### src/source/ql_bus_pkg.sv
/*
 * Shared definitions for the QL bus glue.
 * Memory map masks, clock enable steps for an 84 MHz clk_sys,
 * the reset stretch length and the speed and RAM configuration enums.
 * Modules refer to these by scoped name.
 */

package ql_bus_pkg;

	// Bus widths
	localparam int ADDR_W = 24;
	localparam int DATA_W = 16;

	// CPU bus speed select
	typedef enum logic [1:0]
	{
		speed_ql,		// Original 7.5 MHz bus
		speed_16,
		speed_24,
		speed_full
	} cpu_speed_t;

	// RAM fitted, also sets address wrap
	typedef enum logic [1:0]
	{
		ram_128k,
		ram_640k,
		ram_896k,
		ram_4096k		// Also turns on GoldCard spaces
	} ram_cfg_t;

	// ================================================================
	// Fractional bus steps, 84 MHz * step / 65536
	// ================================================================
	localparam logic [16:0] FRACT_BUS_QL   = 17'd11702;	// ~15 MHz tick rate
	localparam logic [16:0] FRACT_BUS_16   = 17'd24966;	// ~32 MHz
	localparam logic [16:0] FRACT_BUS_24   = 17'd37449;	// ~48 MHz
	localparam logic [16:0] FRACT_BUS_FULL = 17'd65536;	// Tick every cycle

	// Fixed dividers
	localparam logic [9:0] DIV_131K = 10'd640;	// Refresh and RTC, 131.25 kHz
	localparam logic [9:0] DIV_VID  = 10'd8;	// 10.5 MHz pixel rate

	// CPU reset length in ce_bus_p pulses
	localparam logic [11:0] RESET_TICKS = 12'd4095;

	// Address wrap per RAM size
	localparam logic [23:0] ADDR_MASK_128K = 24'h03FFFF;	// 256k space
	localparam logic [23:0] ADDR_MASK_1M   = 24'h0FFFFF;
	localparam logic [23:0] ADDR_MASK_8M   = 24'h7FFFFF;	// RAM plus ext I/O

	// GoldCard I/O page registers, low address byte
	localparam logic [7:0] GC_SHADOW_ON  = 8'h60;
	localparam logic [7:0] GC_SHADOW_OFF = 8'h64;

endpackage

### src/source/ql_clock_enables.sv
/*
 * Clock enables for the QL bus.
 * A phase accumulator makes the two CPU bus phase enables at the
 * selected speed. Two counters give the refresh/RTC and pixel enables.
 * All enables are single-cycle pulses on clk_sys.
 */

`timescale 1ns/1ps

module ql_clock_enables
(
	input  logic                   clk_sys,
	input  logic                   reset,
	input  ql_bus_pkg::cpu_speed_t cpu_speed,
	output logic                   ce_bus_p,
	output logic                   ce_bus_n,
	output logic                   ce_131k,
	output logic                   ce_vid
);

	logic [16:0] fract_bus;		// Step for current speed
	logic [16:0] acc_sum;		// Bit 16 is the tick
	logic [15:0] acc;
	logic        bus_pol;		// Which phase gets the next tick
	logic [9:0]  div_131k;
	logic [9:0]  div_vid;

	always_comb
	begin
		case (cpu_speed)
			ql_bus_pkg::speed_ql: fract_bus = ql_bus_pkg::FRACT_BUS_QL;
			ql_bus_pkg::speed_16: fract_bus = ql_bus_pkg::FRACT_BUS_16;
			ql_bus_pkg::speed_24: fract_bus = ql_bus_pkg::FRACT_BUS_24;
			default:              fract_bus = ql_bus_pkg::FRACT_BUS_FULL;
		endcase
	end

	assign acc_sum = {1'b0, acc} + fract_bus;

	always_ff @(posedge clk_sys)
	begin
		if (reset)
		begin
			acc      <= '0;
			bus_pol  <= 1'b0;
			ce_bus_p <= 1'b0;
			ce_bus_n <= 1'b0;
			div_131k <= '0;
			div_vid  <= '0;
			ce_131k  <= 1'b0;
			ce_vid   <= 1'b0;
		end
		else
		begin
			// CPU bus phases, carry steered by polarity
			acc      <= acc_sum[15:0];
			bus_pol  <= bus_pol ^ acc_sum[16];
			ce_bus_p <= acc_sum[16] && !bus_pol;
			ce_bus_n <= acc_sum[16] && bus_pol;

			// Refresh and RTC
			if (div_131k == ql_bus_pkg::DIV_131K - 10'd1)
				div_131k <= '0;
			else
				div_131k <= div_131k + 10'd1;
			ce_131k <= (div_131k == '0);

			// Pixel enable
			if (div_vid == ql_bus_pkg::DIV_VID - 10'd1)
				div_vid <= '0;
			else
				div_vid <= div_vid + 10'd1;
			ce_vid <= (div_vid == '0);
		end
	end

	// The two CPU phases must never overlap
	a_bus_phase_excl : assert property (@(posedge clk_sys) disable iff (reset)
		!(ce_bus_p && ce_bus_n));

endmodule

### src/source/ql_reset_ctrl.sv
/*
 * CPU reset stretcher.
 * Any reset request reloads a counter that runs down on bus phase
 * enables; the CPU stays in reset until it reaches zero. The RAM
 * configuration is only taken while the CPU is held in reset.
 */

`timescale 1ns/1ps

module ql_reset_ctrl
(
	input  logic                 clk_sys,
	input  logic                 reset,
	input  logic                 reset_req,	// Button, menu, ROM load
	input  logic                 ce_bus_p,
	input  ql_bus_pkg::ram_cfg_t ram_cfg_sel,
	output logic                 cpu_reset,
	output ql_bus_pkg::ram_cfg_t ram_cfg
);

	logic [11:0] reset_cnt;

	always_ff @(posedge clk_sys)
	begin
		if (reset || reset_req)
			reset_cnt <= ql_bus_pkg::RESET_TICKS;
		else if (ce_bus_p && reset_cnt != '0)
			reset_cnt <= reset_cnt - 12'd1;	// Count bus cycles, not clocks
	end

	assign cpu_reset = (reset_cnt != '0);

	// Memory map fixed while the CPU runs
	always_ff @(posedge clk_sys)
	begin
		if (cpu_reset)
			ram_cfg <= ram_cfg_sel;
	end

endmodule

### src/source/ql_bus_decode.sv
/*
 * QL address decoder.
 * Wraps the CPU address by RAM size and decodes the QL and GoldCard
 * memory regions. Drives SDRAM and VRAM strobes and holds the
 * GoldCard ROM shadow flag and the ZX8301 mode register.
 * Region selects are address only; strobes need an active cycle.
 */

`timescale 1ns/1ps

module ql_bus_decode
(
	input  logic                 clk_sys,
	input  logic                 reset,
	input  logic                 cpu_reset,
	input  ql_bus_pkg::ram_cfg_t ram_cfg,
	input  logic [ql_bus_pkg::ADDR_W-1:1] cpu_addr,
	input  logic                 cpu_as,
	input  logic                 cpu_rw,
	input  logic                 cpu_uds,
	input  logic                 cpu_lds,
	input  logic [ql_bus_pkg::DATA_W-1:0] cpu_dout,
	output logic                 sel_io,
	output logic                 sel_ram,
	output logic                 sel_rom,
	output logic                 sel_os_rom,
	output logic                 sel_ext_rom,
	output logic                 sel_gc_boot_rom,
	output logic                 sel_gc_os_rom,
	output logic                 cpu_rd,
	output logic                 gc_en,
	output logic                 rom_shadow,
	output logic [ql_bus_pkg::ADDR_W-1:0] sdram_addr,
	output logic                 sdram_wr,
	output logic                 sdram_oe,
	output logic                 vram_wr,
	output logic [7:0]           mc_stat
);

	logic [ql_bus_pkg::ADDR_W-1:0] addr_mask;
	logic [ql_bus_pkg::ADDR_W-1:0] addr;	// Wrapped byte address
	logic cpu_wr;
	logic xram;				// Extended RAM for this config
	logic gc_io, gc_ram1, gc_ram2;
	logic shadow_rd, shadow_wr;
	logic mc_stat_wr;

	// ================================================================
	// Address wrap
	// ================================================================
	always_comb
	begin
		case (ram_cfg)
			ql_bus_pkg::ram_128k: addr_mask = ql_bus_pkg::ADDR_MASK_128K;
			ql_bus_pkg::ram_640k,
			ql_bus_pkg::ram_896k: addr_mask = ql_bus_pkg::ADDR_MASK_1M;
			default:              addr_mask = ql_bus_pkg::ADDR_MASK_8M;
		endcase
	end

	// A0 set only for a lower-byte-only access
	assign addr   = {cpu_addr, !cpu_uds && cpu_lds} & addr_mask;
	assign cpu_rd = cpu_as && cpu_rw && (cpu_uds || cpu_lds);
	assign cpu_wr = cpu_as && !cpu_rw && (cpu_uds || cpu_lds);
	assign gc_en  = (ram_cfg == ql_bus_pkg::ram_4096k);

	// ================================================================
	// Region decode
	// ================================================================
	assign sel_io      = addr[23:14] == 10'h006;	// $18000-$1BFFF
	assign sel_rom     = addr[23:16] == 8'h00;		// $0000-$FFFF
	assign sel_ext_rom = addr[23:14] == 10'h003;	// $C000-$FFFF
	assign sel_os_rom  = sel_rom && !sel_ext_rom;

	always_comb
	begin
		case (ram_cfg)
			// 512k extra at $40000-$BFFFF
			ql_bus_pkg::ram_640k: xram = addr[23:20] == 4'h0 && ^addr[19:18];
			// 768k extra at $40000-$FFFFF
			ql_bus_pkg::ram_896k: xram = addr[23:20] == 4'h0 && |addr[19:18];
			// Up to $3FFFFF
			ql_bus_pkg::ram_4096k: xram = addr[23:22] == 2'b00 && |addr[21:18];
			default: xram = 1'b0;	// Base RAM only
		endcase
	end

	// GoldCard extras
	assign gc_io   = gc_en && addr[23:8] == 16'h01C0;	// $1C000-$1C0FF
	assign gc_ram1 = gc_en && addr[23:15] == 9'h002;	// $10000-$17FFF
	assign gc_ram2 = gc_en && addr[23:14] == 10'h007 && !gc_io;
	assign sel_gc_boot_rom = gc_en && addr[23:16] == 8'h04;	// Boot ROM copy
	assign sel_gc_os_rom   = gc_en && addr[23:16] == 8'h40;	// Original QL ROM

	assign sel_ram = addr[23:17] == 7'h01 || xram || gc_ram1 || gc_ram2;

	// ================================================================
	// Strobes
	// ================================================================
	// Boot copies ROM into shadow RAM, then reads come from it
	assign shadow_rd = gc_en && cpu_rd && sel_os_rom && rom_shadow;
	assign shadow_wr = gc_en && cpu_wr && sel_os_rom && !rom_shadow;

	assign sdram_addr = {3'b000, addr[21:1]};	// Word address
	assign sdram_oe   = (cpu_rd && sel_ram) || shadow_rd;
	assign sdram_wr   = (cpu_wr && sel_ram) || shadow_wr;
	assign vram_wr    = cpu_wr && addr[23:16] == 8'h02;

	// Partial decode, matches $18063
	assign mc_stat_wr = sel_io && {addr[6:5], addr[1]} == 3'b111 && cpu_wr && cpu_lds;

	always_ff @(posedge clk_sys)
	begin
		if (reset || cpu_reset)
			rom_shadow <= 1'b0;
		else if (gc_io && cpu_wr && cpu_uds && !cpu_lds)
		begin
			if (addr[7:0] == ql_bus_pkg::GC_SHADOW_ON)
				rom_shadow <= 1'b1;
			else if (addr[7:0] == ql_bus_pkg::GC_SHADOW_OFF)
				rom_shadow <= 1'b0;
		end
	end

	// ZX8301 mode register
	always_ff @(posedge clk_sys)
	begin
		if (reset)
			mc_stat <= 8'h00;
		else if (mc_stat_wr)
			mc_stat <= cpu_dout[7:0];
	end

	a_sdram_rw_excl : assert property (@(posedge clk_sys) disable iff (reset)
		!(sdram_wr && sdram_oe));

endmodule

### src/source/ql_read_mux.sv
/*
 * CPU read data and DTACK steering.
 * Picks the read word from I/O, ROM, GoldCard ROM or SDRAM using the
 * decoded selects only. RAM and shadow cycles wait for the SDRAM
 * acknowledge; everything else acknowledges at once.
 */

`timescale 1ns/1ps

module ql_read_mux
(
	input  logic clk_sys,
	input  logic reset,
	input  logic sel_io,
	input  logic sel_ram,
	input  logic sel_rom,
	input  logic sel_os_rom,
	input  logic sel_ext_rom,
	input  logic sel_gc_boot_rom,
	input  logic sel_gc_os_rom,
	input  logic cpu_rd,
	input  logic gc_en,
	input  logic rom_shadow,
	input  logic [ql_bus_pkg::DATA_W-1:0] rom_data,
	input  logic [ql_bus_pkg::DATA_W-1:0] gc_rom_data,
	input  logic [ql_bus_pkg::DATA_W-1:0] sdram_data,
	input  logic [ql_bus_pkg::DATA_W-1:0] io_data,
	input  logic sdram_dtack,
	output logic [ql_bus_pkg::DATA_W-1:0] cpu_din,
	output logic cpu_dtack
);

	logic shadow_cyc;

	always_comb
	begin
		if (sel_io)
			cpu_din = io_data;		// Always mapped
		else if (gc_en && !rom_shadow)
		begin
			// GoldCard boot
			if (sel_rom || sel_gc_boot_rom)
				cpu_din = gc_rom_data;
			else if (sel_gc_os_rom)
				cpu_din = rom_data;
			else if (sel_ram)
				cpu_din = sdram_data;
			else
				cpu_din = '1;
		end
		else if (gc_en)
		begin
			// Shadow RAM in place of OS ROM
			if (sel_os_rom)
				cpu_din = sdram_data;
			else if (sel_ext_rom || sel_gc_os_rom)
				cpu_din = rom_data;
			else if (sel_ram)
				cpu_din = sdram_data;
			else
				cpu_din = '1;
		end
		else if (sel_rom)
			cpu_din = rom_data;		// OS plus ext ROM
		else if (sel_ram)
			cpu_din = sdram_data;
		else
			cpu_din = '1;			// Unmapped
	end

	// Shadow read when on, shadow fill write when off
	assign shadow_cyc = gc_en && sel_os_rom && (rom_shadow == cpu_rd);
	assign cpu_dtack  = (sel_ram || shadow_cyc) ? sdram_dtack : 1'b1;

	// No read may stall once SDRAM has answered
	a_rd_dtack : assert property (@(posedge clk_sys) disable iff (reset)
		cpu_rd && sdram_dtack |-> cpu_dtack);

endmodule

### src/source/ql_bus_glue.sv
/*
 * QL bus glue top level.
 * Joins clock enables, reset stretcher, address decoder and read
 * steering. The CPU bus and device data come in on ports, and the
 * SDRAM, VRAM and I/O controls go out.
 */

`timescale 1ns/1ps

module ql_bus_glue
(
	input  logic                   clk_sys,
	input  logic                   reset,
	input  logic                   reset_req,
	input  ql_bus_pkg::cpu_speed_t cpu_speed,
	input  ql_bus_pkg::ram_cfg_t   ram_cfg_sel,
	input  logic [ql_bus_pkg::ADDR_W-1:1] cpu_addr,
	input  logic                   cpu_as,
	input  logic                   cpu_rw,
	input  logic                   cpu_uds,
	input  logic                   cpu_lds,
	input  logic [ql_bus_pkg::DATA_W-1:0] cpu_dout,
	input  logic [ql_bus_pkg::DATA_W-1:0] rom_data,
	input  logic [ql_bus_pkg::DATA_W-1:0] gc_rom_data,
	input  logic [ql_bus_pkg::DATA_W-1:0] sdram_data,
	input  logic [ql_bus_pkg::DATA_W-1:0] io_data,
	input  logic                   sdram_dtack,
	output logic                   ce_bus_p,
	output logic                   ce_bus_n,
	output logic                   ce_131k,
	output logic                   ce_vid,
	output logic                   cpu_reset,
	output logic [ql_bus_pkg::DATA_W-1:0] cpu_din,
	output logic                   cpu_dtack,
	output logic [ql_bus_pkg::ADDR_W-1:0] sdram_addr,
	output logic                   sdram_wr,
	output logic                   sdram_oe,
	output logic                   vram_wr,
	output logic [7:0]             mc_stat,
	output logic                   sel_io
);

	ql_bus_pkg::ram_cfg_t ram_cfg;
	logic sel_ram, sel_rom, sel_os_rom, sel_ext_rom;
	logic sel_gc_boot_rom, sel_gc_os_rom;
	logic cpu_rd, gc_en, rom_shadow;

	ql_clock_enables ql_clock_enables_inst
	(
		.clk_sys   (clk_sys),
		.reset     (reset),
		.cpu_speed (cpu_speed),
		.ce_bus_p  (ce_bus_p),
		.ce_bus_n  (ce_bus_n),
		.ce_131k   (ce_131k),
		.ce_vid    (ce_vid)
	);

	ql_reset_ctrl ql_reset_ctrl_inst
	(
		.clk_sys     (clk_sys),
		.reset       (reset),
		.reset_req   (reset_req),
		.ce_bus_p    (ce_bus_p),
		.ram_cfg_sel (ram_cfg_sel),
		.cpu_reset   (cpu_reset),
		.ram_cfg     (ram_cfg)
	);

	ql_bus_decode ql_bus_decode_inst
	(
		.clk_sys         (clk_sys),
		.reset           (reset),
		.cpu_reset       (cpu_reset),
		.ram_cfg         (ram_cfg),
		.cpu_addr        (cpu_addr),
		.cpu_as          (cpu_as),
		.cpu_rw          (cpu_rw),
		.cpu_uds         (cpu_uds),
		.cpu_lds         (cpu_lds),
		.cpu_dout        (cpu_dout),
		.sel_io          (sel_io),
		.sel_ram         (sel_ram),
		.sel_rom         (sel_rom),
		.sel_os_rom      (sel_os_rom),
		.sel_ext_rom     (sel_ext_rom),
		.sel_gc_boot_rom (sel_gc_boot_rom),
		.sel_gc_os_rom   (sel_gc_os_rom),
		.cpu_rd          (cpu_rd),
		.gc_en           (gc_en),
		.rom_shadow      (rom_shadow),
		.sdram_addr      (sdram_addr),
		.sdram_wr        (sdram_wr),
		.sdram_oe        (sdram_oe),
		.vram_wr         (vram_wr),
		.mc_stat         (mc_stat)
	);

	// Steering sees selects only, never the address
	ql_read_mux ql_read_mux_inst
	(
		.clk_sys         (clk_sys),
		.reset           (reset),
		.sel_io          (sel_io),
		.sel_ram         (sel_ram),
		.sel_rom         (sel_rom),
		.sel_os_rom      (sel_os_rom),
		.sel_ext_rom     (sel_ext_rom),
		.sel_gc_boot_rom (sel_gc_boot_rom),
		.sel_gc_os_rom   (sel_gc_os_rom),
		.cpu_rd          (cpu_rd),
		.gc_en           (gc_en),
		.rom_shadow      (rom_shadow),
		.rom_data        (rom_data),
		.gc_rom_data     (gc_rom_data),
		.sdram_data      (sdram_data),
		.io_data         (io_data),
		.sdram_dtack     (sdram_dtack),
		.cpu_din         (cpu_din),
		.cpu_dtack       (cpu_dtack)
	);

endmodule

### config.mk
export PLATFORM = sky130hd
export DESIGN_NAME = ql_bus_glue
export DESIGN_NICKNAME = d
export VERILOG_FILES = /design/src/source/ql_bus_pkg.sv /design/src/source/ql_clock_enables.sv /design/src/source/ql_reset_ctrl.sv /design/src/source/ql_bus_decode.sv /design/src/source/ql_read_mux.sv /design/src/source/ql_bus_glue.sv
export SDC_FILE = /design/constraint.sdc
export NUM_CORES = 1
export LEC_CHECK = 0
export ABC_AREA = 0
export BUFFER_PORTS_ARGS = -buffer_cell sky130_fd_sc_hd__buf_2
export CAP_MARGIN = 10
export CORE_UTILIZATION = 25
export DETAILED_ROUTE_END_ITERATION = 8
export PLACE_DENSITY = 0.49
export SYNTH_ARGS = -nofsm -noshare
export SYNTH_HDL_FRONTEND = slang
export SYNTH_HIERARCHICAL = 1
export SYNTH_SLANG_ARGS = --single-unit
### constraint.sdc
create_clock -name clk_sys -period 5.55 [get_ports clk_sys]
set_input_delay 1.11 -clock clk_sys [delete_from_list [all_inputs] [get_ports clk_sys]]
set_output_delay 1.11 -clock clk_sys [all_outputs]
set_load 0.01 [all_outputs]
-- After elaboration in Yosys (flattened, before gate mapping)
Index checks and enable logic that the tools add are counted.
- bits in registers: 64
- input bits: 115
- output and inout port bits: 58
- equality and inequality tests: 20
- multiplexer cells: 15
- bitwise operators: 2
- add/subtract/negate cells: 4
- reduce and logical (&&, ||, !) cells: 70
- operator list (cell ; number):
    2-to-1 mux 16 bit ; 9
    one-hot mux 17 bit (3 select lines) ; 1
    one-hot mux 23 bit (2 select lines) ; 1
    logical AND 1 bit ; 36
    equality test 10 x 3 -> 1 bit, second input constant ; 3
    bitwise AND 24 x 23 -> 24 bit ; 1
    equality test 8 x 7 -> 1 bit, second input constant ; 3
    adder 10 x 1 -> 10 bit, second input constant ; 2
    logical NOT 10 bit ; 2
    adder 16 x 17 -> 17 bit ; 1
    equality test 16 x 9 -> 1 bit, second input constant ; 1
    nonzero test 12 bit ; 1
    subtractor 12 x 1 -> 12 bit, second input constant ; 1
    logical OR 1 bit ; 11
    equality test 10 bit, second input constant ; 1
    equality test 10 x 2 -> 1 bit, second input constant ; 1
    equality test 9 x 2 -> 1 bit, second input constant ; 1
    equality test 8 x 2 -> 1 bit, second input constant ; 1
    equality test 8 x 3 -> 1 bit, second input constant ; 1
    logical NOT 8 bit ; 1
    OR reduction 2 bit ; 4
    equality test 7 x 1 -> 1 bit, second input constant ; 1
    logical NOT 1 bit ; 7
    equality test 2 bit, second input constant ; 3
    other kinds (12) ; 17

-- Logic depth before layout (Yosys ltp)
Gate-level depths: netlist of the first run.
- depth after elaboration: 16
- depth in mapped cells: 14
- mapped depth without buffers: 12

-- Cells and area by module
The synthesis of the first run kept the hierarchy.
- modules (own cells, without submodules) (module ; area each (um^2) ; seq. area each (um^2) ; instances ; cells each):
    ql_clock_enables ; 2235.9 ; 820.8 ; 1 ; 250
    ql_read_mux ; 1442.6 ; 0.0 ; 1 ; 207
    ql_bus_decode ; 1024.7 ; 180.2 ; 1 ; 130
    ql_reset_ctrl ; 679.4 ; 300.3 ; 1 ; 75

-- Worst setup path before layout of the first run
Ideal clock, no wire load.
- path type: input-to-output
- start point: input cpu_addr[19] in the netlist's numbering
- end point: output cpu_din[10] in the netlist's numbering
- arrival: 3563 ps
- buffers on the path: 2
- slack: 877 ps
- data required time: 4440 ps
- cell stages on the path: 12
- cells stage by stage: nand2b_1 -> ha_1 -> nand2b_1 -> a2111oi_0 -> nor2_1 -> a21boi_0 -> or3b_1 -> buf_6 -> buf_12 -> a21oi_2 -> o21ai_1 -> o211a_1
- cells in the longest elaborated chain, start to end: 13
- elaborated cells on any way between the ends: 40
- ends and longest elaborated chain (item ; RTL line ; text):
    start: declaration ; ql_bus_glue.sv:17 ; input logic [ql_bus_pkg::ADDR_W-1:1] cpu_addr,
    bitwise AND 24 x 23 -> 24 bit (*) ; ql_bus_decode.sv:62 ; assign addr = {cpu_addr, !cpu_uds && cpu_lds} & addr_mask;
    OR reduction 4 bit (tied with other cells) ; ql_bus_decode.sv:83 ; ql_bus_pkg::ram_4096k: xram = addr[23:22] == 2'b00 && |addr[21:18];
    logical AND 1 bit, on equally long branches ; ql_bus_decode.sv:83, ql_bus_decode.sv:79, ql_bus_decode.sv:81 ;
    one-hot mux 1 bit (3 select lines) ; ql_bus_decode.sv:77 ; case (ram_cfg)
    logical OR 1 bit (2 in series) ; ql_bus_decode.sv:95 ; assign sel_ram = addr[23:17] == 7'h01 || xram || gc_ram1 || gc_ram2;
    logical OR 1 bit (*) ; ql_bus_decode.sv:95 ;
    via sel_ram ; ql_bus_glue.sv:44 ; logic sel_ram, sel_rom, sel_os_rom, sel_ext_rom;
    2-to-1 mux 16 bit (*) ; ql_read_mux.sv:46, ql_read_mux.sv:58, ql_read_mux.sv:65 ;
    2-to-1 mux 16 bit ; ql_read_mux.sv:56 ; else if (sel_ext_rom || sel_gc_os_rom)
    2-to-1 mux 16 bit ; ql_read_mux.sv:54 ; if (sel_os_rom)
    2-to-1 mux 16 bit ; ql_read_mux.sv:51 ; else if (gc_en)
    2-to-1 mux 16 bit (*) ; ql_read_mux.sv:39 ; else if (gc_en && !rom_shadow)
    2-to-1 mux 16 bit (*) ; ql_read_mux.sv:37 ; if (sel_io)
    end: declaration ; ql_bus_glue.sv:33 ; output logic [ql_bus_pkg::DATA_W-1:0] cpu_din,
The timed path passes the listed nets; every way through them passes the cells marked *.

-- Worst setup path in the final report of the first run
- start point: input cpu_addr[19] in the netlist's numbering
- end point: output cpu_din[4] in the netlist's numbering
The elaborated chain is that of the path after synthesis.

==> results of run 1 <==
[power groups by stage]
stage / registers, mW / clock network [mW] / logic, mW
6_report: 0.514 / 0.554 / 0.434
3_3_place_gp: 0.523 / 0 / 0.433
4_1_cts: 0.514 / 0.575 / 0.437
5_1_grt: 0.517 / 0.594 / 0.487
2_1_floorplan: 0.520 / 0 / 0.315
3_5_place_dp: 0.523 / 0 / 0.435
[flip-flops by register name, indices dropped and copies added, names as in the netlist]
signal                          count
ql_clock_enables_inst/acc          16
ql_clock_enables_inst/ce_bus_n      1
ql_reset_ctrl_inst/reset_cnt       12
ql_clock_enables_inst/div_vid      10
ql_clock_enables_inst/ce_bus_p      1
ql_bus_decode_inst/rom_shadow       1
ql_clock_enables_inst/ce_vid        1
ql_clock_enables_inst/div_131k     10
ql_clock_enables_inst/bus_pol       1
ql_bus_decode_inst/mc_stat          8
ql_clock_enables_inst/ce_131k       1
ql_reset_ctrl_inst/ram_cfg          2
[synthesized netlist by cell type (all sizes together), types with 3 or more instances]
cell         count  area, um2
a211oi           5      37.54
a21boi           3      22.52
a21o             5      37.54
a21oi           33      206.5
a31oi            6      37.54
a32oi           17      148.9
and2             3      18.77
and3            15      96.34
and4             7      61.31
buf             35      261.5
clkbuf           7      30.03
dfxtp           62       1241
dlygate4sd1      3      26.28
ha              30      375.4
inv             22      82.58
mux2             5      56.30
mux2i           25      250.2
nand2           42      160.2
nand2b          51      319.1
nand3           17      85.08
nand4            3      18.77
nor2            76      290.3
nor2b           13      81.33
nor3            11      55.05
nor4             8      65.06
nor4b            3      26.28
o211a           17      170.2
o211ai          22      165.2
o21a             6      45.04
o21ai           28      140.1
o21bai           5      41.29
o31ai            3      32.53
or2              3      18.77
or2b            17      131.4
or3              5      36.28
xnor2            9      78.83
xor2            13      113.9
[metal layers]
metal / track usage [%] / vias to the layer above / wire (um) / part of all wire (%)
met2: 23.83 / 134 / 7044 / 46
met1: 17.10 / 2392 / 7090 / 47
met5: 0 / - / 13 / 0.086
met3: 2.446 / 15 / 875 / 5.8
li1: - / 2644 / - / -
met4: 4.031 / 2 / 167 / 1.1
[layout make-up]
class                   instances  area (um2)
multi-input cells             533        3702
fillers                      2315       14510
inverters                      22       82.58
clock buffers                  12       246.5
well taps                     275       344.1
repair buffers                168       860.8
flip-flops and latches         64        1301
clock inverters                 3       42.54
[cells by family after synthesis]
family | share of synthesized area [%]
XOR/XNOR | 3.580
AO/OA/AOI/OAI | 22.59
flip-flops | 24.17
other | 0.06967
buffers and inverters | 7.439
adder cells (fa/ha/maj) | 7.345
AND/OR/NAND/NOR | 29.10
multiplexers | 5.695
[placed cells by master, fill, tap and decap left out, types with 10 or more instances in the layout]
master / instances
dfxtp_1: 62
and3_1: 13
nand3_1: 17
nand2_1: 41
inv_1: 21
nor2_1: 73
a21oi_2: 11
o211ai_1: 22
o211a_1: 17
a21oi_1: 22
a32oi_1: 17
buf_2: 160
or2b_1: 14
xor2_1: 13
nand2b_1: 51
o21ai_1: 21
ha_1: 30
nor2b_1: 13
nor3_1: 10
mux2i_1: 25
[worst max-delay path, cell delays in order]
cell	delay, ns
buf_2	0.09
nand2b_1	0.09
ha_1	0.28
nand2b_1	0.17
a2111oi_0	0.37
buf_4	0.19
nor2_1	0.04
a21boi_1	0.15
or3b_1	0.74
a21oi_1	0.27
o21ai_1	0.10
o211a_1	0.14
buf_2	0.14
[worst min-delay path by stage]
stage / cells past startpoint / startpoint / to / slack (ns)
after global placement: 1 / ql_clock_enables_inst/div_vid[0] / ql_clock_enables_inst/div_vid[0] / 0.45
final: 1 / ql_clock_enables_inst/div_vid[0] / ql_clock_enables_inst/div_vid[0] / 0.46
after CTS: 1 / ql_clock_enables_inst/div_vid[0] / ql_clock_enables_inst/div_vid[0] / 0.47
after detailed placement: 1 / ql_clock_enables_inst/div_vid[0] / ql_clock_enables_inst/div_vid[0] / 0.46
after floorplan: 1 / ql_clock_enables_inst/div_vid[0] / ql_clock_enables_inst/div_vid[0] / 0.43
after global routing: 2 / ql_bus_decode_inst/mc_stat[1] / ql_bus_decode_inst/mc_stat[1] / 0.49
[stage by stage]
stage	hold WS [ns]	utilization, %	cell area, um2	setup slack, ns
final	0.4614	31.20	6580	0.5607
after CTS	0.4688	31.20	6580	0.5422
after global placement	0.4453	29.83	6291	0.5465
after floorplan	0.4258	-	5390	0.8773
after detailed placement	0.4565	29.83	6291	0.5567
after global routing	0.4917	31.20	6580	0.2141
==> flow_metrics.py, run 1 <==
metrics = {
    "grt": {
        "antenna_found_initial": 1,
        "overflow": 0,
        "grt_pass1_vias": 4952,
        "grt_max_degree": 56,
        "grt_usage_pct": 13.68,
        "grt_pass1_wl_mm": 24.57,
    },
    "job": {
        "maxCapViolations": 0,
    },
    "timing": {
        "period_share_pct": 89.90,
        "slew_headroom_pct": 39.92,
        "rsz0062_at_grt": "false",
        "hold_viol_final": 0,
        "fmax_mhz": 200.4,
        "finClkSkew_ns": 0.006999,
        "slew_violations": 0,
        "fin_crit_ns": 4.989,
        "worst_pin_slew_ns": 0.9012,
        "setup_viol": 0,
        "fin_tns_setup_ns": 0,
    },
    "place": {
        "finalWeightedCongestion": 0.8343,
        "dp_cells": 1062,
        "hpwlAfterDp_mm": 11.41,
        "io_buffers": 160,
    },
    "synth": {
        "ys_warn_count": 6,
        "syn_inst": 662,
        "yosys.cell_types.count": 76,
        "synth_async_sr_flop_share_pct": 0,
        "synth_area_um2": 5383,
        "synth_edf_count": 2,
        "synth-seq-cells": 64,
        "synth_top_flop_cell": "dfxtp_1",
        "synth.avg_cell_area_um2": 8.131,
        "seq_area_frac_synth_pct": 24.17,
    },
    "floorplanning": {
        "rows": 53,
        "io_pins": 173,
        "die_w_um": 148.7,
        "start_util_pct": 25.53,
        "die-area_um2": 22120,
        "core_area_um2": 21090,
        "die_h_um": 148.7,
    },
    "critical_path": {
        "crit_arrival_ns": 3.88,
        "rr_worst_depth": 7,
        "crit_end": "cpu_din[4]",
        "critical_path_class": "primary input to output port",
        "reg2reg_to": "ql_bus_decode_inst/mc_stat[3]",
        "crit_path_start": "cpu_addr[19]",
        "critical_path_required_ns": 4.44,
        "cp-end-kind": "output port",
        "cp-start-kind": "primary input",
        "reg2reg_slack_ns": 3.04,
        "critPathMaxFanout": 16,
        "reg2reg_from": "ql_reset_ctrl_inst/ram_cfg[0]",
    },
    "power": {
        "ir_worst_vdd_mv": 0.1526,
        "p_comb_share_pct": 28.9,
        "power.internal_mw": 1.053,
        "clock_power_share_pct": 36.9,
        "p_leak_nw": 2.755,
        "power_density_nw_per_um2": 228.3,
        "switchingPower_uw": 448.5,
        "seqPwrFrac_pct": 34.2,
        "p_total_mw": 1.502,
        "switching_share_pct": 29.86,
    },
    "finish": {
        "syn2layout_area_growth_pct": 22.25,
        "drive_gt1_share_pct": 27.43,
        "final_cells": 1077,
        "num_antenna_cells": 0,
        "finalNetCount": 944,
    },
    "clocking": {
        "cts-htree-levels": 3,
        "cts_sinks": 64,
        "cts_buffer_depth": 2,
        "cts_root_buf": "clkbuf_16",
        "path_clk_slew_ns": 0.05,
        "cts_made_buffers": 9,
        "cts_resized": 0,
        "cts_setup_buffers": 0,
        "cts_tree": "done",
        "postCtsHoldBufs": 0,
        "clk-insertion-delay-late_ns": 0.33,
    },
    "route": {
        "firstDrtPassIters": 4,
        "route.vias.total": 5187,
        "avgViaCountPerCell": 4.816,
        "ant_nets": 0,
        "drt-initial-drc-count": 186,
        "drc_errors": 0,
        "finalWirelength_mm": 15.19,
        "drt-wirelength-per-cell_um": 14.10,
    },
    "run_status": {
        "status": "finished clean",
    },
    "worst_hold_path": {
        "hp-class": "register to register",
    },
}
No activity file was read; power rests on OpenSTA's default activity.
==> inputs of run 2 (changes only) <==
--- a/config.mk
+++ b/config.mk
@@ -5,12 +5,12 @@
 export SDC_FILE = /design/constraint.sdc
 export NUM_CORES = 1
 export LEC_CHECK = 0
-export ABC_AREA = 0
+export ABC_AREA = 1
 export BUFFER_PORTS_ARGS = -buffer_cell sky130_fd_sc_hd__buf_2
 export CAP_MARGIN = 10
 export CORE_UTILIZATION = 25
 export DETAILED_ROUTE_END_ITERATION = 8
-export PLACE_DENSITY = 0.49
+export PLACE_DENSITY = 0.48
 export SYNTH_ARGS = -nofsm -noshare
 export SYNTH_HDL_FRONTEND = slang
 export SYNTH_HIERARCHICAL = 1
==> constraint.sdc (replaced) <==
create_clock -name clk_sys -period 6.45 [get_ports clk_sys]
set_input_delay 1.29 -clock clk_sys [delete_from_list [all_inputs] [get_ports clk_sys]]
set_output_delay 1.29 -clock clk_sys [all_outputs]
set_load 0.01 [all_outputs]
==> flow_metrics.py, run 2 <==
metrics = {
    "finish": {
        "reg_top3": "ql_clock_enables_inst/acc: 16 flops, ql_reset_ctrl_inst/reset_cnt: 12 flops",
        "multi_input_area_um2": 3936,
        "drive_gt1_share_pct": 21.83,
        "num_antenna_cells": 0,
        "top_register": "ql_clock_enables_inst/acc",
        "seq_area_um2": 1301,
        "finalNetCount": 1332,
        "final_common_cell": "nand2_1",
        "layout_common_cells": "nand2_1, nor2_1, buf_2",
        "largest_reg_flops": 16,
        "fill_cells": 2790,
        "final_cell_area_um2": 7420,
        "syn2layout_area_growth_pct": 19.20,
    },
    "place": {
        "io_buffers": 160,
        "place_ws_ns": 1.418,
        "hpwlAfterDp_mm": 13.89,
        "finalWeightedCongestion": 0.7678,
        "placed_area_um2": 7096,
    },
    "synth": {
        "synth_common_cells": "nand2_1, nor2_1, inv_1",
        "seq_area_frac_synth_pct": 20.90,
        "synth_area_um2": 6225,
        "synth_async_sr_flop_share_pct": 0,
        "yosys.cell_types.count": 51,
        "ys_warn_count": 6,
        "syn_inst": 1058,
        "synth_edf_count": 2,
        "yosysMostFrequentCell": "nand2_1",
        "synth_top_area_cell": "dfxtp_1",
        "synth.avg_cell_area_um2": 5.883,
        "synth_top_area_share_pct": 19.94,
        "synth-seq-cells": 64,
        "synth_area_leaders": "dfxtp_1, nand2_1, nor2_1",
        "synth_top_flop_cell": "dfxtp_1",
    },
    "clocking": {
        "cts_root_buf": "clkbuf_16",
        "cts_sinks": 64,
        "clk-insertion-delay-late_ns": 0.34,
        "cts_tree": "done",
        "cts-htree-levels": 3,
        "cts_setup_buffers": 0,
        "path_clk_slew_ns": 0.06,
        "cts_made_buffers": 9,
        "postCtsHoldBufs": 0,
        "cts_resized": 0,
        "cts_buffer_depth": 2,
    },
    "grt": {
        "overflow": 0,
        "antenna_found_initial": 0,
        "grt_usage_pct": 14.28,
        "grt_pass1_vias": 6037,
        "grt_max_degree": 38,
        "grt_pass1_wl_mm": 29.92,
    },
    "timing": {
        "setup_viol": 0,
        "fmax_mhz": 197.9,
        "fin_tns_setup_ns": 0,
        "slew_violations": 0,
        "slew_headroom_pct": 25.31,
        "worst_slack_ns": 1.397,
        "finClkSkew_ns": 0.006324,
        "rsz0062_at_grt": "false",
        "worst_pin_slew_ns": 1.116,
        "hold_viol_final": 0,
        "fin_crit_ns": 5.053,
        "period_share_pct": 78.34,
    },
    "critical_path": {
        "crit_cells": 18,
        "path_delay_family": "simple AND/OR/NAND/NOR gates",
        "crit_arrival_ns": 3.76,
        "path_buf_inv": 5,
        "cpPeakStageDelay_ns": 0.31,
        "critPathMaxFanout": 17,
        "path_common_cell": "nand2_1",
        "cp-start-kind": "primary input",
        "rr_worst_depth": 10,
        "cpMaxStageDelayCell": "a21boi_1",
        "worstPathCellList": "buf_2, nand2_1, ha_1, nand3_1, nor2_2, nand3_1, nand2_1, inv_1, a21boi_1, buf_4, inv_2, nor2_1, nand2_1, nand3_1, nand3_1, nand2_1, nand2_1, buf_2",
        "critical_path_class": "primary input to output port",
        "cp-end-kind": "output port",
        "critical_path_required_ns": 5.16,
    },
    "route": {
        "firstDrtPassIters": 7,
        "drt-initial-drc-count": 319,
        "drt-wirelength-per-cell_um": 12.10,
        "finalWirelength_mm": 18.33,
        "route.vias.total": 6518,
        "ant_nets": 0,
        "avgViaCountPerCell": 4.302,
        "drc_errors": 0,
    },
    "power": {
        "seqPwrFrac_pct": 32.4,
        "power_density_nw_per_um2": 183.2,
        "p_comb_share_pct": 29.2,
        "switchingPower_uw": 460.7,
        "switching_share_pct": 33.88,
        "ir_worst_vdd_mv": 0.1616,
        "clock_power_share_pct": 38.5,
        "p_leak_nw": 3.898,
        "power.internal_uw": 898.9,
    },
    "floorplanning": {
        "die-area_um2": 25530,
        "start_util_pct": 25.52,
        "die_w_um": 159.8,
        "die_h_um": 159.8,
        "core_area_um2": 24390,
        "io_pins": 173,
        "rows": 57,
    },
    "run_status": {
        "status": "finished clean",
    },
    "job": {
        "maxCapViolations": 0,
    },
    "worst_hold_path": {
        "hp-class": "register to register",
        "hold_depth": 1,
    },
}
[run 2: cell count changes after synthesis, moves of 17 or more]
cell	change
o21ai_0	+39
nand3_1	+44
mux2i_1	-25
nand2b_1	-51
o211ai_1	-21
inv_1	+129
nand2_2	+20
a32oi_1	-17
nor2_1	+99
o211a_1	-17
nand2_1	+258
[run 2: cell type report]
class / instances / area share [%]
inverters: 161 / 8.280
well taps: 324 / 5.464
flip-flops and latches: 64 / 17.54
multi-input cells: 785 / 53.05
clock buffers: 10 / 3.373
clock inverters: 6 / 0.9949
repair buffers: 165 / 11.30
[run 2: worst paths after layout]
path	start	endpoint	slack [ns]
setup reg to reg	ql_reset_ctrl_inst/ram_cfg[0]	ql_bus_decode_inst/mc_stat[0]	3.68
hold / removal	ql_clock_enables_inst/div_vid[0]	ql_clock_enables_inst/div_vid[0]	0.47
setup / recovery	cpu_addr[19]	cpu_din[13]	1.40
hold reg to reg	ql_clock_enables_inst/div_vid[0]	ql_clock_enables_inst/div_vid[0]	0.47
[run 2: worst register-to-register path: cells and delay by family, from the launching register on]
kind,cells,cell delay [ns]
AND/OR/NAND/NOR,5,1.22
AO/OA/AOI/OAI,1,0.34
flip-flops,1,0.43
buffers and inverters,2,0.18
adder cells (fa/ha/maj),2,0.48
[run 2: per-layer routing]
layer	GRT usage, %	vias up	wire (um)
li1	-	3500	-
met1	18.69	2850	8674
met2	24.22	153	8558
met3	1.922	15	870
met4	4.416	0	223
met5	0	-	0
[run 2: power by group through the flow]
stage          clock [mW]  sequential (mW)  combinational, mW
3_3_place_gp            0            0.448              0.398
5_1_grt             0.557            0.442              0.458
3_5_place_dp            0            0.449              0.400
4_1_cts             0.540            0.441              0.402
6_report            0.523            0.440              0.396
2_1_floorplan           0            0.447              0.292
[run 2: logic make-up (layout without fill, tap and decap cells)]
| kind of cell | Yosys count | after routing | synth area share [%] |
|---|---|---|---|
| flip-flops | 64 | 64 | 20.90 |
| buffers and inverters | 211 | 342 | 16.14 |
| AO/OA/AOI/OAI | 109 | 109 | 9.246 |
| XOR/XNOR | 13 | 13 | 1.829 |
| adder cells (fa/ha/maj) | 31 | 31 | 6.352 |
| other | 1 | 3 | 0.06024 |
| AND/OR/NAND/NOR | 629 | 629 | 45.47 |
[run 2: through the flow]
stage          total power [mW]  util [%]  std cells  hold slack [ns]
5_1_grt                   1.458     30.42       1515           0.5091
6_report                  1.360     30.42       1515           0.4670
2_1_floorplan            0.7385         -       1060           0.4297
4_1_cts                   1.382     30.42       1515           0.4717
3_5_place_dp             0.8494     29.09       1499           0.4570
3_3_place_gp             0.8465     29.09       1499           0.4459
==> inputs of run 3 (changes only) <==
--- a/config.mk
+++ b/config.mk
@@ -5,12 +5,12 @@
 export SDC_FILE = /design/constraint.sdc
 export NUM_CORES = 1
 export LEC_CHECK = 0
-export ABC_AREA = 1
+export ABC_AREA = 0
 export BUFFER_PORTS_ARGS = -buffer_cell sky130_fd_sc_hd__buf_2
 export CAP_MARGIN = 10
 export CORE_UTILIZATION = 25
 export DETAILED_ROUTE_END_ITERATION = 8
-export PLACE_DENSITY = 0.48
+export PLACE_DENSITY = 0.51
 export SYNTH_ARGS = -nofsm -noshare
 export SYNTH_HDL_FRONTEND = slang
 export SYNTH_HIERARCHICAL = 1
==> constraint.sdc (replaced) <==
create_clock -name clk_sys -period 4.6 [get_ports clk_sys]
set_input_delay 0.92 -clock clk_sys [delete_from_list [all_inputs] [get_ports clk_sys]]
set_output_delay 0.92 -clock clk_sys [all_outputs]
set_load 0.01 [all_outputs]
==> flow_metrics.py, run 3 (synthesis gave the netlist of run 1 again) <==
metrics = {
    "run_status": {
        "status": "finished clean",
    },
    "route": {
        "route.vias.total": 5115,
        "ant_nets": 0,
        "finalWirelength_mm": 14.83,
        "drt-initial-drc-count": 201,
        "avgViaCountPerCell": 4.714,
        "drt-wirelength-per-cell_um": 13.67,
        "firstDrtPassIters": 5,
        "drc_errors": 0,
    },
    "timing": {
        "fmax_mhz": 231.4,
        "finClkSkew_ns": 0.005721,
        "period_share_pct": 93.94,
        "setup_viol": 0,
        "hold_viol_final": 0,
        "slew_violations": 0,
        "rsz0062_at_grt": "false",
        "fin_tns_setup_ns": 0,
        "holdWs_ns": 0.4629,
        "worst_pin_slew_ns": 0.9489,
        "fin_crit_ns": 4.321,
        "slew_headroom_pct": 36.26,
    },
    "critical_path": {
        "cpPeakStageDelay_ns": 0.37,
        "path_buf_inv": 4,
        "critPathMaxFanout": 12,
        "cpMaxStageDelayCell": "edfxtp_1",
        "critical_path_class": "register to output port",
        "worstPathCellList": "inv_1, ha_2, nand2b_4, ha_1, nand2b_1, a2111oi_2, buf_4, nor2_1, a21boi_2, buf_6, or2b_1, o211ai_1, a32oi_1, o211a_1, buf_2",
        "crit_arrival_ns": 3.40,
        "critical_path_required_ns": 3.68,
        "cp-end-kind": "output port",
        "crit_cells": 15,
        "rr_worst_depth": 8,
        "path_delay_family": "compound AO/OA/AOI/OAI gates",
        "cp-start-kind": "register",
    },
    "clocking": {
        "cts_buffer_depth": 2,
        "cts_root_buf": "clkbuf_16",
        "postCtsHoldBufs": 0,
        "cts-htree-levels": 3,
        "path_clk_slew_ns": 0.05,
        "clk-insertion-delay-late_ns": 0.33,
        "cts_tree": "done",
        "cts_sinks": 64,
        "cts_made_buffers": 9,
    },
    "power": {
        "power_density_nw_per_um2": 289.1,
        "p_total_mw": 1.952,
        "p_leak_nw": 2.839,
        "ir_worst_vdd_mv": 0.2400,
    },
    "place": {
        "io_buffers": 160,
        "hpwlAfterDp_mm": 11.14,
        "finalWeightedCongestion": 0.8082,
    },
    "floorplanning": {
        "die-area_um2": 22120,
        "die_h_um": 148.7,
        "rows": 53,
        "start_util_pct": 25.53,
        "core_area_um2": 21090,
        "io_pins": 173,
        "die_w_um": 148.7,
    },
    "finish": {
        "num_antenna_cells": 0,
        "largest_reg_flops": 16,
        "reg_top3": "ql_clock_enables_inst/acc: 16 flops, ql_reset_ctrl_inst/reset_cnt: 12 flops",
        "final_common_cell": "buf_2",
        "top_register": "ql_clock_enables_inst/acc",
        "finalNetCount": 951,
        "layout_common_cells": "buf_2, nor2_1, dfxtp_1",
        "syn2layout_area_growth_pct": 25.43,
        "post-route-util_pct": 32.02,
        "drive_gt1_share_pct": 29.01,
    },
    "grt": {
        "overflow": 0,
        "grt_usage_pct": 13.32,
        "grt_pass1_vias": 4869,
        "antenna_found_initial": 0,
        "grt_max_degree": 56,
        "grt_pass1_wl_mm": 23.74,
    },
    "worst_hold_path": {
        "hp-class": "register to register",
        "hold_depth": 1,
    },
    "job": {
        "maxCapViolations": 0,
    },
}
-- run 3: cell types whose count changed in the layout (fill, tap and decap cells not counted), sizes merged, moves of 39 or more --
| cell | change |
|---|---|
| inv | -138 |
| nand2 | -283 |
| nand2b | +51 |
| nor2 | -114 |
| nand3 | -61 |
| o21ai | -39 |
-- run 3: report_power, final --
part	internal, mW	leakage [nW]	switching [mW]
clock	0.552	0.177	0.246
sequential	0.599	0.527	0.0200
combinational	0.252	2.13	0.283
total	1.40	2.84	0.548
-- run 3: worst reg2reg max path, stage by stage, from the launching register on --
cell,delay (ns)
edfxtp_1,0.41
inv_1,0.11
ha_2,0.23
nand2b_4,0.15
ha_1,0.16
buf_4,0.13
nand2_2,0.13
nor4_4,0.88
mux2i_1,0.27
-- run 3: per-layer routing --
layer	vias to the layer above	track usage [%]	part of all wire, %
met5	-	0	0
met4	0	4.286	1.2
met3	12	1.804	4.9
met2	136	23.36	46
met1	2310	16.75	48
li1	2657	-	-
-- run 3: area by class of cell --
cell class	count	area, um2
fill	2286	14340
multi-input combinational	533	3730
sequential	64	1301
timing repair buffer	175	933.4
tap	275	344.1
clock buffer	13	291.5
inverter	22	82.58
clock inverter	3	68.82
-- run 3: per-stage QoR --
step	std cells	area, um2	setup WS, ns
detailed placement	1067	6341	0.1752
finish	1085	6751	0.2789
floorplan	664	5390	0.3073
global route	1085	6751	0.03405
global placement	1067	6341	0.2211
CTS	1083	6701	0.03429
-- run 3: path summary, 6_finish.rpt --
check,startpoint,to,slack [ns]
hold reg to reg,ql_clock_enables_inst/div_vid[0],ql_clock_enables_inst/div_vid[0],0.46
setup / recovery,ql_reset_ctrl_inst/ram_cfg[0],cpu_din[1],0.28
setup reg to reg,ql_reset_ctrl_inst/ram_cfg[0],ql_bus_decode_inst/mc_stat[5],2.06
hold / removal,ql_clock_enables_inst/div_vid[0],ql_clock_enables_inst/div_vid[0],0.46
-- run 3: repair_timing --
action	in CTS	in global routing
buffers inserted	0	2
setup endpoints to repair	0	16
gates resized for setup	0	8
